--- src/include/conv_cfg.svh ---
`ifndef CONV_CFG_SVH
`define CONV_CFG_SVH

// matrix geometry
`define CONV_ENTRIES 16
`define CONV_IDX_W   4

// data, filter and result width
`define CONV_WORD_W  32

// custom-0 major opcode
`define CONV_OPCODE  7'b0001011

`endif

--- src/hdl/conv_pkg.sv ---
`include "conv_cfg.svh"

package conv_pkg;

   // funct7 values of the custom instruction
   typedef enum logic [2:0] {
      op_none         = 3'd0,
      op_filter_1     = 3'd1,
      op_filter_2     = 3'd2,
      op_data_1       = 3'd3,
      op_data_2       = 3'd4,
      op_filter_clear = 3'd5,
      op_data_clear   = 3'd6,
      op_run          = 3'd7
   } conv_op_e;

   // one decoded command, every strobe is a single-cycle pulse
   typedef struct packed {
      logic                       filter_wr;
      logic                       data_wr;
      logic                       pair;       // rs2 is written as well
      logic [2*`CONV_WORD_W-1:0]  wdata;      // {rs2, rs1}
      logic                       filter_clr;
      logic                       data_clr;
      logic                       run;
   } conv_cmd_t;

   typedef struct packed {
      logic [`CONV_ENTRIES-1:0] full;  // one flag per entry
      logic [`CONV_WORD_W-1:0]  word;  // entry at the engine index
   } buf_status_t;

endpackage

--- src/hdl/conv_decoder.sv ---
`timescale 1ns/1ns
`include "conv_cfg.svh"

module conv_decoder (
   input  logic                     clk_i,
   input  logic                     rst_i,
   input  logic                     instr_valid_i,
   input  logic [31:0]              instr_i,
   input  logic [`CONV_WORD_W-1:0]  rs1_i,
   input  logic [`CONV_WORD_W-1:0]  rs2_i,
   output conv_pkg::conv_cmd_t      cmd_o
);

   logic [6:0]          opcode;
   logic [6:0]          funct7;
   logic                is_custom;
   conv_pkg::conv_op_e  op;
   conv_pkg::conv_cmd_t cmd_next;

   assign opcode    = instr_i[6:0];
   assign funct7    = instr_i[31:25];
   assign is_custom = instr_valid_i && (opcode == `CONV_OPCODE);

   // only funct7 0..7 are defined, the rest decode to no operation
   always_comb begin
      op = conv_pkg::op_none;
      if (is_custom && (funct7[6:3] == 4'd0)) begin
         op = conv_pkg::conv_op_e'(funct7[2:0]);
      end
   end

   always_comb begin
      cmd_next = '0;
      case (op)
         conv_pkg::op_filter_1: begin
            cmd_next.filter_wr = 1'b1;
            cmd_next.wdata     = {rs2_i, rs1_i};
         end
         conv_pkg::op_filter_2: begin
            cmd_next.filter_wr = 1'b1;
            cmd_next.pair      = 1'b1;
            cmd_next.wdata     = {rs2_i, rs1_i};
         end
         conv_pkg::op_data_1: begin
            cmd_next.data_wr = 1'b1;
            cmd_next.wdata   = {rs2_i, rs1_i};
         end
         conv_pkg::op_data_2: begin
            cmd_next.data_wr = 1'b1;
            cmd_next.pair    = 1'b1;
            cmd_next.wdata   = {rs2_i, rs1_i};
         end
         conv_pkg::op_filter_clear: begin
            cmd_next.filter_clr = 1'b1;
         end
         conv_pkg::op_data_clear: begin
            cmd_next.data_clr = 1'b1;
         end
         conv_pkg::op_run: begin
            cmd_next.run = 1'b1;
         end
         default: begin
            cmd_next = '0;
         end
      endcase
   end

   // one cycle of decode latency, no hold here so clears always pass
   always_ff @(posedge clk_i) begin
      if (!rst_i) begin
         cmd_o <= '0;
      end else begin
         cmd_o <= cmd_next;
      end
   end

endmodule

--- src/hdl/matrix_buffer.sv ---
`timescale 1ns/1ns
`include "conv_cfg.svh"

module matrix_buffer (
   input  logic                       clk_i,
   input  logic                       rst_i,
   input  logic                       hold_i,
   input  logic                       wr_i,
   input  logic                       pair_i,
   input  logic                       clear_i,
   input  logic                       lock_i,
   input  logic [2*`CONV_WORD_W-1:0]  wdata_i,
   input  logic [`CONV_IDX_W-1:0]     rd_idx_i,
   output conv_pkg::buf_status_t      status_o
);

   logic [`CONV_WORD_W-1:0]  mem [`CONV_ENTRIES];
   logic [`CONV_IDX_W-1:0]   wr_ptr;
   logic [`CONV_IDX_W-1:0]   ptr_plus1;
   logic [`CONV_ENTRIES-1:0] full;
   logic [`CONV_WORD_W-1:0]  wd_lo;
   logic [`CONV_WORD_W-1:0]  wd_hi;
   logic                     wr_en;

   assign wd_lo     = wdata_i[`CONV_WORD_W-1:0];               // rs1
   assign wd_hi     = wdata_i[2*`CONV_WORD_W-1:`CONV_WORD_W];  // rs2
   assign ptr_plus1 = wr_ptr + 1'b1;                           // wraps 15 -> 0
   assign wr_en     = wr_i && !lock_i && !hold_i && !clear_i;

   // pointer and flags, clear acts even while held
   always_ff @(posedge clk_i) begin
      if (!rst_i) begin
         wr_ptr <= '0;
         full   <= '0;
      end else if (clear_i) begin
         wr_ptr <= '0;
         full   <= '0;
      end else if (wr_en) begin
         full[wr_ptr] <= 1'b1;
         if (pair_i) begin
            full[ptr_plus1] <= 1'b1;
            wr_ptr          <= wr_ptr + `CONV_IDX_W'(2);
         end else begin
            wr_ptr <= ptr_plus1;
         end
      end
   end

   always_ff @(posedge clk_i) begin
      if (wr_en) begin
         mem[wr_ptr] <= wd_lo;
         if (pair_i) begin
            mem[ptr_plus1] <= wd_hi;
         end
      end
   end

   assign status_o.full = full;
   assign status_o.word = mem[rd_idx_i];  // async read for the engine

endmodule

--- src/hdl/mac_engine.sv ---
`timescale 1ns/1ns
`include "conv_cfg.svh"

module mac_engine (
   input  logic                     clk_i,
   input  logic                     rst_i,
   input  logic                     hold_i,
   input  logic                     clear_i,
   input  conv_pkg::buf_status_t    filter_i,
   input  conv_pkg::buf_status_t    data_i,
   output logic [`CONV_IDX_W-1:0]   rd_idx_o,
   output logic [`CONV_WORD_W-1:0]  sum_o,
   output logic                     done_o,
   output logic                     pair_ready_o,
   output logic                     busy_o
);

   logic [`CONV_IDX_W-1:0]   idx;
   logic                     acc_phase;  // product is waiting to be added
   logic [`CONV_WORD_W-1:0]  product;
   logic [`CONV_WORD_W-1:0]  sum;
   logic                     done;
   logic [`CONV_ENTRIES-1:0] both_full;
   logic                     last_entry;

   assign both_full    = filter_i.full & data_i.full;
   assign pair_ready_o = both_full[idx];
   assign last_entry   = (idx == `CONV_IDX_W'(`CONV_ENTRIES - 1));

   // work remains and can go ahead this cycle
   assign busy_o = !done && (acc_phase || pair_ready_o);

   // phase control, index and sum
   always_ff @(posedge clk_i) begin
      if (!rst_i) begin
         idx       <= '0;
         acc_phase <= 1'b0;
         sum       <= '0;
         done      <= 1'b0;
      end else if (clear_i) begin
         idx       <= '0;
         acc_phase <= 1'b0;
         sum       <= '0;
         done      <= 1'b0;
      end else if (!hold_i) begin
         if (acc_phase) begin
            sum       <= sum + product;  // wraps modulo 2^32
            idx       <= idx + 1'b1;
            acc_phase <= 1'b0;
            if (last_entry) begin
               done <= 1'b1;
            end
         end else if (busy_o) begin
            acc_phase <= 1'b1;
         end
      end
   end

   // multiply phase, low 32 bits of the product only
   always_ff @(posedge clk_i) begin
      if (!hold_i && !acc_phase && busy_o) begin
         product <= filter_i.word * data_i.word;
      end
   end

   assign rd_idx_o = idx;
   assign sum_o    = sum;
   assign done_o   = done;

endmodule

--- src/hdl/conv_responder.sv ---
`timescale 1ns/1ns
`include "conv_cfg.svh"

module conv_responder (
   input  logic                     clk_i,
   input  logic                     rst_i,
   input  logic                     hold_i,
   input  logic                     run_i,
   input  logic                     clear_i,
   input  logic                     done_i,
   input  logic                     pair_ready_i,
   input  logic [`CONV_WORD_W-1:0]  sum_i,
   output logic                     stall_o,
   output logic                     ready_o,
   output logic [`CONV_WORD_W-1:0]  result_o
);

   logic answer_now;
   logic stall_release;
   logic take_result;

   // done, or stuck on an unfilled pair: answer at once
   assign answer_now    = run_i && (done_i || !pair_ready_i);
   assign stall_release = stall_o && done_i;
   assign take_result   = answer_now || stall_release;

   always_ff @(posedge clk_i) begin
      if (!rst_i) begin
         stall_o  <= 1'b0;
         ready_o  <= 1'b0;
         result_o <= '0;
      end else if (clear_i) begin
         // engine restarts, a pending run is dropped
         stall_o <= 1'b0;
         ready_o <= 1'b0;
      end else if (hold_i) begin
         ready_o <= 1'b0;  // stall and result stay frozen
      end else begin
         ready_o <= take_result;
         if (take_result) begin
            result_o <= sum_i;
         end
         if (stall_release) begin
            stall_o <= 1'b0;
         end else if (run_i && !answer_now) begin
            stall_o <= 1'b1;  // held until the last accumulate
         end
      end
   end

endmodule

--- src/hdl/conv_accel_top.sv ---
`timescale 1ns/1ns
`include "conv_cfg.svh"

module conv_accel_top (
   input  logic                     clk_i,
   input  logic                     rst_i,
   input  logic                     hold_i,
   input  logic                     instr_valid_i,
   input  logic [31:0]              instr_i,
   input  logic [`CONV_WORD_W-1:0]  rs1_i,
   input  logic [`CONV_WORD_W-1:0]  rs2_i,
   output logic                     stall_o,
   output logic                     ready_o,
   output logic [`CONV_WORD_W-1:0]  result_o
);

   conv_pkg::conv_cmd_t     cmd;
   conv_pkg::buf_status_t   filter_status;
   conv_pkg::buf_status_t   data_status;
   logic [`CONV_IDX_W-1:0]  rd_idx;
   logic [`CONV_WORD_W-1:0] sum;
   logic                    done;
   logic                    pair_ready;
   logic                    any_clear;

   // either clear restarts the sum
   assign any_clear = cmd.filter_clr | cmd.data_clr;

   conv_decoder u_decoder (
      .clk_i         (clk_i),
      .rst_i         (rst_i),
      .instr_valid_i (instr_valid_i),
      .instr_i       (instr_i),
      .rs1_i         (rs1_i),
      .rs2_i         (rs2_i),
      .cmd_o         (cmd)
   );

   matrix_buffer u_filter_buf (
      .clk_i    (clk_i),
      .rst_i    (rst_i),
      .hold_i   (hold_i),
      .wr_i     (cmd.filter_wr),
      .pair_i   (cmd.pair),
      .clear_i  (cmd.filter_clr),
      .lock_i   (done),
      .wdata_i  (cmd.wdata),
      .rd_idx_i (rd_idx),
      .status_o (filter_status)
   );

   matrix_buffer u_data_buf (
      .clk_i    (clk_i),
      .rst_i    (rst_i),
      .hold_i   (hold_i),
      .wr_i     (cmd.data_wr),
      .pair_i   (cmd.pair),
      .clear_i  (cmd.data_clr),
      .lock_i   (done),
      .wdata_i  (cmd.wdata),
      .rd_idx_i (rd_idx),
      .status_o (data_status)
   );

   mac_engine u_engine (
      .clk_i        (clk_i),
      .rst_i        (rst_i),
      .hold_i       (hold_i),
      .clear_i      (any_clear),
      .filter_i     (filter_status),
      .data_i       (data_status),
      .rd_idx_o     (rd_idx),
      .sum_o        (sum),
      .done_o       (done),
      .pair_ready_o (pair_ready),
      .busy_o       ()
   );

   conv_responder u_responder (
      .clk_i        (clk_i),
      .rst_i        (rst_i),
      .hold_i       (hold_i),
      .run_i        (cmd.run),
      .clear_i      (any_clear),
      .done_i       (done),
      .pair_ready_i (pair_ready),
      .sum_i        (sum),
      .stall_o      (stall_o),
      .ready_o      (ready_o),
      .result_o     (result_o)
   );

endmodule

--- config.mk ---
export PLATFORM = sky130hd
export DESIGN_NAME = conv_accel_top
export DESIGN_NICKNAME = d
export VERILOG_FILES = /design/src/hdl/conv_pkg.sv /design/src/hdl/conv_decoder.sv /design/src/hdl/matrix_buffer.sv /design/src/hdl/mac_engine.sv /design/src/hdl/conv_responder.sv /design/src/hdl/conv_accel_top.sv
export VERILOG_INCLUDE_DIRS = /design/src /design/src/include
export SDC_FILE = /design/constraint.sdc
export NUM_CORES = 2
export LEC_CHECK = 0
export BUFFER_PORTS_ARGS = -buffer_cell sky130_fd_sc_hd__buf_2
export CORE_ASPECT_RATIO = 1.1
export CORE_MARGIN = 5
export CORE_UTILIZATION = 55
export CTS_CLUSTER_DIAMETER = 30
export DETAILED_ROUTE_END_ITERATION = 12
export PLACE_DENSITY = 0.71
export SYNTH_ARGS = -nofsm -noshare
export SYNTH_HDL_FRONTEND = slang
export SYNTH_HIERARCHICAL = 1
export SYNTH_SLANG_ARGS = --single-unit
--- constraint.sdc ---
create_clock -name clk_i -period 22.2 [get_ports clk_i]
set_clock_uncertainty 0.15 [all_clocks]
set_input_delay 1.11 -clock clk_i [delete_from_list [all_inputs] [get_ports clk_i]]
set_output_delay 1.11 -clock clk_i [all_outputs]
set_load 0.02 [all_outputs]
# ---- Word-level counts from Yosys, hierarchy flattened
# Memory sizes are Yosys's and may differ from the RTL's. A register that Yosys moved wholly into a read port is not among the register bits.
# Cells that the tools add are included.
# W data, S select, Z words.
dict set report op_classes {
  n_mux 38
  add_sub_neg 6
  multipliers 1
  magnitude_cmp 9
  bitwise_logic 9
  n_eq_ne 9
  n_reduce_logical 43
}
# op count
set op_table {}
lappend op_table {{$or A16 B16 Y16} 4}
lappend op_table {{$add A32 B32 Y32} 1}
lappend op_table {{$mul A32 B32 Y32} 1}
lappend op_table {{$mux W16} 2}
lappend op_table {{$lt A4 B5 Y1 const B} 5}
lappend op_table {{$mux W1} 24}
lappend op_table {{$mux W4} 6}
lappend op_table {{$logic_and A1 B1 Y1} 18}
lappend op_table {{$and A16 B16 Y16} 1}
lappend op_table {{$demux W1 S4} 4}
lappend op_table {{$ge A4 B1 Y1 const B} 4}
lappend op_table {{$add A4 B1 Y4 const B} 3}
lappend op_table {{$eq A3 B3 Y1 const B} 4}
lappend op_table {{$reduce_or A2 Y1} 6}
lappend op_table {{$add A4 B2 Y4 const B} 2}
lappend op_table {{$eq A7 B4 Y1 const B} 1}
lappend op_table {{$logic_not A1 Y1} 7}
lappend op_table {{$eq A3 B2 Y1 const B} 2}
lappend op_table {{$reduce_and A2 Y1} 3}
lappend op_table {{$reduce_and A3 Y1} 2}
lappend op_table {{$bmux W1 S4} 1}
lappend op_table {{$eq A4 B4 Y1 const B} 1}
lappend op_table {{$logic_not A4 Y1} 1}
lappend op_table {{$reduce_or A4 Y1} 1}
lappend op_table {{7 further kinds} 11}
dict set report totals {
  ramBits 1024
  in_bits 100
  register_bits 214
  memories 2
}
# memory words width rd rd_ports_with_merged_regs wr line_no
set mem_list {}
lappend mem_list {u_data_buf.mem 16 32 1 1 2 matrix_buffer.sv:17} ;# logic [`CONV_WORD_W-1:0] mem [`CONV_ENTRIES];
lappend mem_list {u_filter_buf.mem 16 32 1 1 2 matrix_buffer.sv:17}

# ---- Logic depth before layout (Yosys ltp)
dict set report depth {
  ltp_word 10
  mapped_depth 32
}

# ---- Hierarchy
# The synthesis kept the hierarchy.
# mod seq_area_each_um2 n_inst cells_each area_per_inst_um2
set modules_own_cells {}
lappend modules_own_cells {{matrix_buffer at u_filter_buf} 15775.1 1 1572 27585.2}
lappend modules_own_cells {{matrix_buffer at u_data_buf} 15775.1 1 1563 26608.0}
lappend modules_own_cells {mac_engine 1721.7 1 2166 19632.6}
lappend modules_own_cells {conv_decoder 1401.3 1 169 2065.7}
lappend modules_own_cells {conv_responder 680.7 1 148 1368.8}
lappend modules_own_cells {conv_accel_top 0.0 1 1 6.3}

# ---- Worst setup path before layout
# Ideal clock, no wire load.
dict set report synth_path {
  path_type {reg2reg}
  startpoint {register, netlist name u_engine/rd_idx_o[0]}
  endpoint {register u_engine.product[31], data pin}
  path_stages_with_launch 29
  t_required_ps 21790
  synth_period_minus_slack_ps 8701
  arrival_ps 8291
  path_slack_ps 13499
  n_path_buf 4
  path_cell_list {dfxtp_1 -> clkbuf_1 -> buf_1 -> mux4_2 -> a22oi_1 -> nand2_1 -> clkbuf_1 -> clkbuf_1 -> and2_1 -> fa_1 -> inv_1 -> fa_1 -> fa_1 -> fa_1 -> fa_1 -> fa_1 -> inv_1 -> fa_1 -> fa_1 -> ha_1 -> inv_1 -> o221ai_2 -> o311ai_2 -> a21oi_2 -> a211oi_2 -> o31ai_1 -> a221o_1 -> a21oi_2 -> xnor2_1}
}
# element line_no
set synth_lines {}
lappend synth_lines {{end signal: assignment} mac_engine.sv:62} ;# product <= filter_i.word * data_i.word;
lappend synth_lines {{end: declaration} mac_engine.sv:20} ;# logic [`CONV_WORD_W-1:0] product;

==> qor.txt <==
Status: finished clean
Max-cap viol count: 0
CTS Buf Count: 279
Largest net degree at the start of global routing: 99
Max Clk Rate: 90.4 MHz
Psw: 1290 uW
DP Cell Count: 7226
Layout Cells excl Fill: 7715
I/O Buffers: 115
HP Class: reg2reg
CP arrival: 11.48 ns
Crit end category: flop
Most frequent cells in the layout: edfxtp_1, mux2_2, nand2_1
CP startpoint kind: flop
Logic pwr share: 0.5%
Layout area overhead: 14.3%
FF-to-FF path depth: 28
Initial antenna violation count: 14
Worst-margin pin slew: 1.38 ns
Max Slew Vio Count: 0
GR peak layer: met2
Overall Global Routing Usage: 29.6%
DIE AREA: 148000 um^2
GR Util met1: 36.7%
GRT met2 Usage: 50.9%
P per Cell Area: 74.8 nW/um^2
Clock transition at path regs: 0.04 ns
Via density: 6.34
Final setup viols: 0
Antenna Nets Post-Route: 0
Crit path max-delay family: adder cells
CTS tree: built
Worst Path Required: 22.62 ns
Final Hold Fails: 0
Synth Cell Area: 77300 um^2
Worst-Skew Late Latency: 0.89 ns
Total power: 6600 uW
Num ports: 134
Hpwl dp: 128000 um
First-pass GRT wire length: 328000 um
Minimum clock period: 11.06 ns
WP buf/inv: 7
GR met3 Demand/Resource: 6.68%
RSZ-0062 raised after global routing: no
# DRC: 0
CP dominant cell by count: fa_1
WL/cell: 28.5 um
Via count: 48900
Crit-path slowest cell: buf_4
Sequential power share: 37.8%
Switching Share: 19.5%
Std-Cell Rows: 144
Slew HR: 8.05%
Chip width: 367 um
DRT Pass-1 Iters: 6
Total Routed Length: 220000 um
GP Congestion: 0.854
Syn nets: 6298
Post-CTS Setup Bufs: 0
Initial core utilization: 55.3%
CTS Hold Bufs: 0
Gr ovfl total: 0
Leakage: 0.0363 uW
DR iter-0 viols: 4795
Worst-case clock buffer depth: 4
Syn Area/Cell: 13.8 um^2
Crit. path cell count: 28
H-tree Lvls: 5
Clock power share: 61.8%
Layout Utilization: 63.2%
Synth Warn #: 6
Critical path fanouts, max: 35
Fin crit share: 49.8%
Layout cells sized above 1: 34.9%
Critical Path Max Stage Delay: 0.72 ns
Cell-internal power: 5310 uW
Root Buffer: clkbuf_16
Peak supply drop: 0.0792 mV
Total core area: 140000 um^2
WS Path Type: reg2reg
Setup_tns: 0 ns
Commonest non-fill, non-tap cell in the layout: edfxtp_1
Die Height: 403 um
Worst Hold Depth: 2
Resize count post-CTS: 0
Clock Sinks: 1238
Nets: 6362
Number of global-route vias before repair: 51600
Syn Inst Count: 5618
-- stage by stage --
step / hold WS (ns) / instance area (um^2) / worst slack, ns
5_1_grt: 0.277 / 88300 / 10.50
3_3_place_gp: 0.290 / 79000 / 11.10
6_report: 0.302 / 88300 / 11.14
3_5_place_dp: 0.295 / 79000 / 11.09
2_1_floorplan: 0.285 / 77300 / 13.50
4_1_cts: 0.260 / 88300 / 11.06
-- final timing paths --
check	end	slack (ns)	start
setup / recovery	u_engine/product[31]	11.14	u_engine/rd_idx_o[0]
hold reg to reg	u_responder/result_o[16]	0.30	u_responder/result_o[16]
hold / removal	u_responder/result_o[16]	0.30	u_responder/result_o[16]
setup reg to reg	u_engine/product[31]	11.14	u_engine/rd_idx_o[0]
-- per-layer routing --
metal | part of all wire (%) | vias to the layer above
li1 | - | 20400
met1 | 37 | 25200
met2 | 50 | 2641
met3 | 9.2 | 631
met4 | 4.1 | 6
met5 | 0.018 | -
-- registers in the layout, indices dropped and copies added, names as in the netlist --
signal                flops
u_engine/done_o           1
u_responder/stall_o       1
u_responder/ready_o       1
u_data_buf/mem          512
u_responder/result_o     32
u_engine/sum_o           32
u_data_buf/full          16
u_engine/rd_idx_o         4
u_filter_buf/mem        512
u_decoder/cmd_o          70
u_data_buf/wr_ptr         4
u_engine/product         32
u_engine/acc_phase        1
u_filter_buf/full        16
u_filter_buf/wr_ptr       4
-- area by class of cell --
type	count	area (um^2)
fillers	10200	51500
inverters	408	1530
multi-input cells	3507	38200
flip-flops and latches	1238	35400
repair buffers	248	1600
well taps	1825	2280
clock buffers	325	7490
diodes	6	15.0
clock inverters	158	1820
-- power groups by stage --
stage / Clock (uW) / Sequential, uW / Combinational (uW)
after floorplan: 0 / 2540 / 14.0
after global placement: 0 / 2540 / 29.3
after detailed placement: 0 / 2540 / 29.8
after CTS: 4120 / 2490 / 29.9
after global routing: 4250 / 2490 / 32.6
final: 4080 / 2490 / 30.3
-- tightest hold or removal path, cell delays in order, from the launching register on --
cell	delay, ns
dfxtp_1	0.30
nand2_1	0.05
mux2i_1	0.05
(Power assumes the default switching activity.)
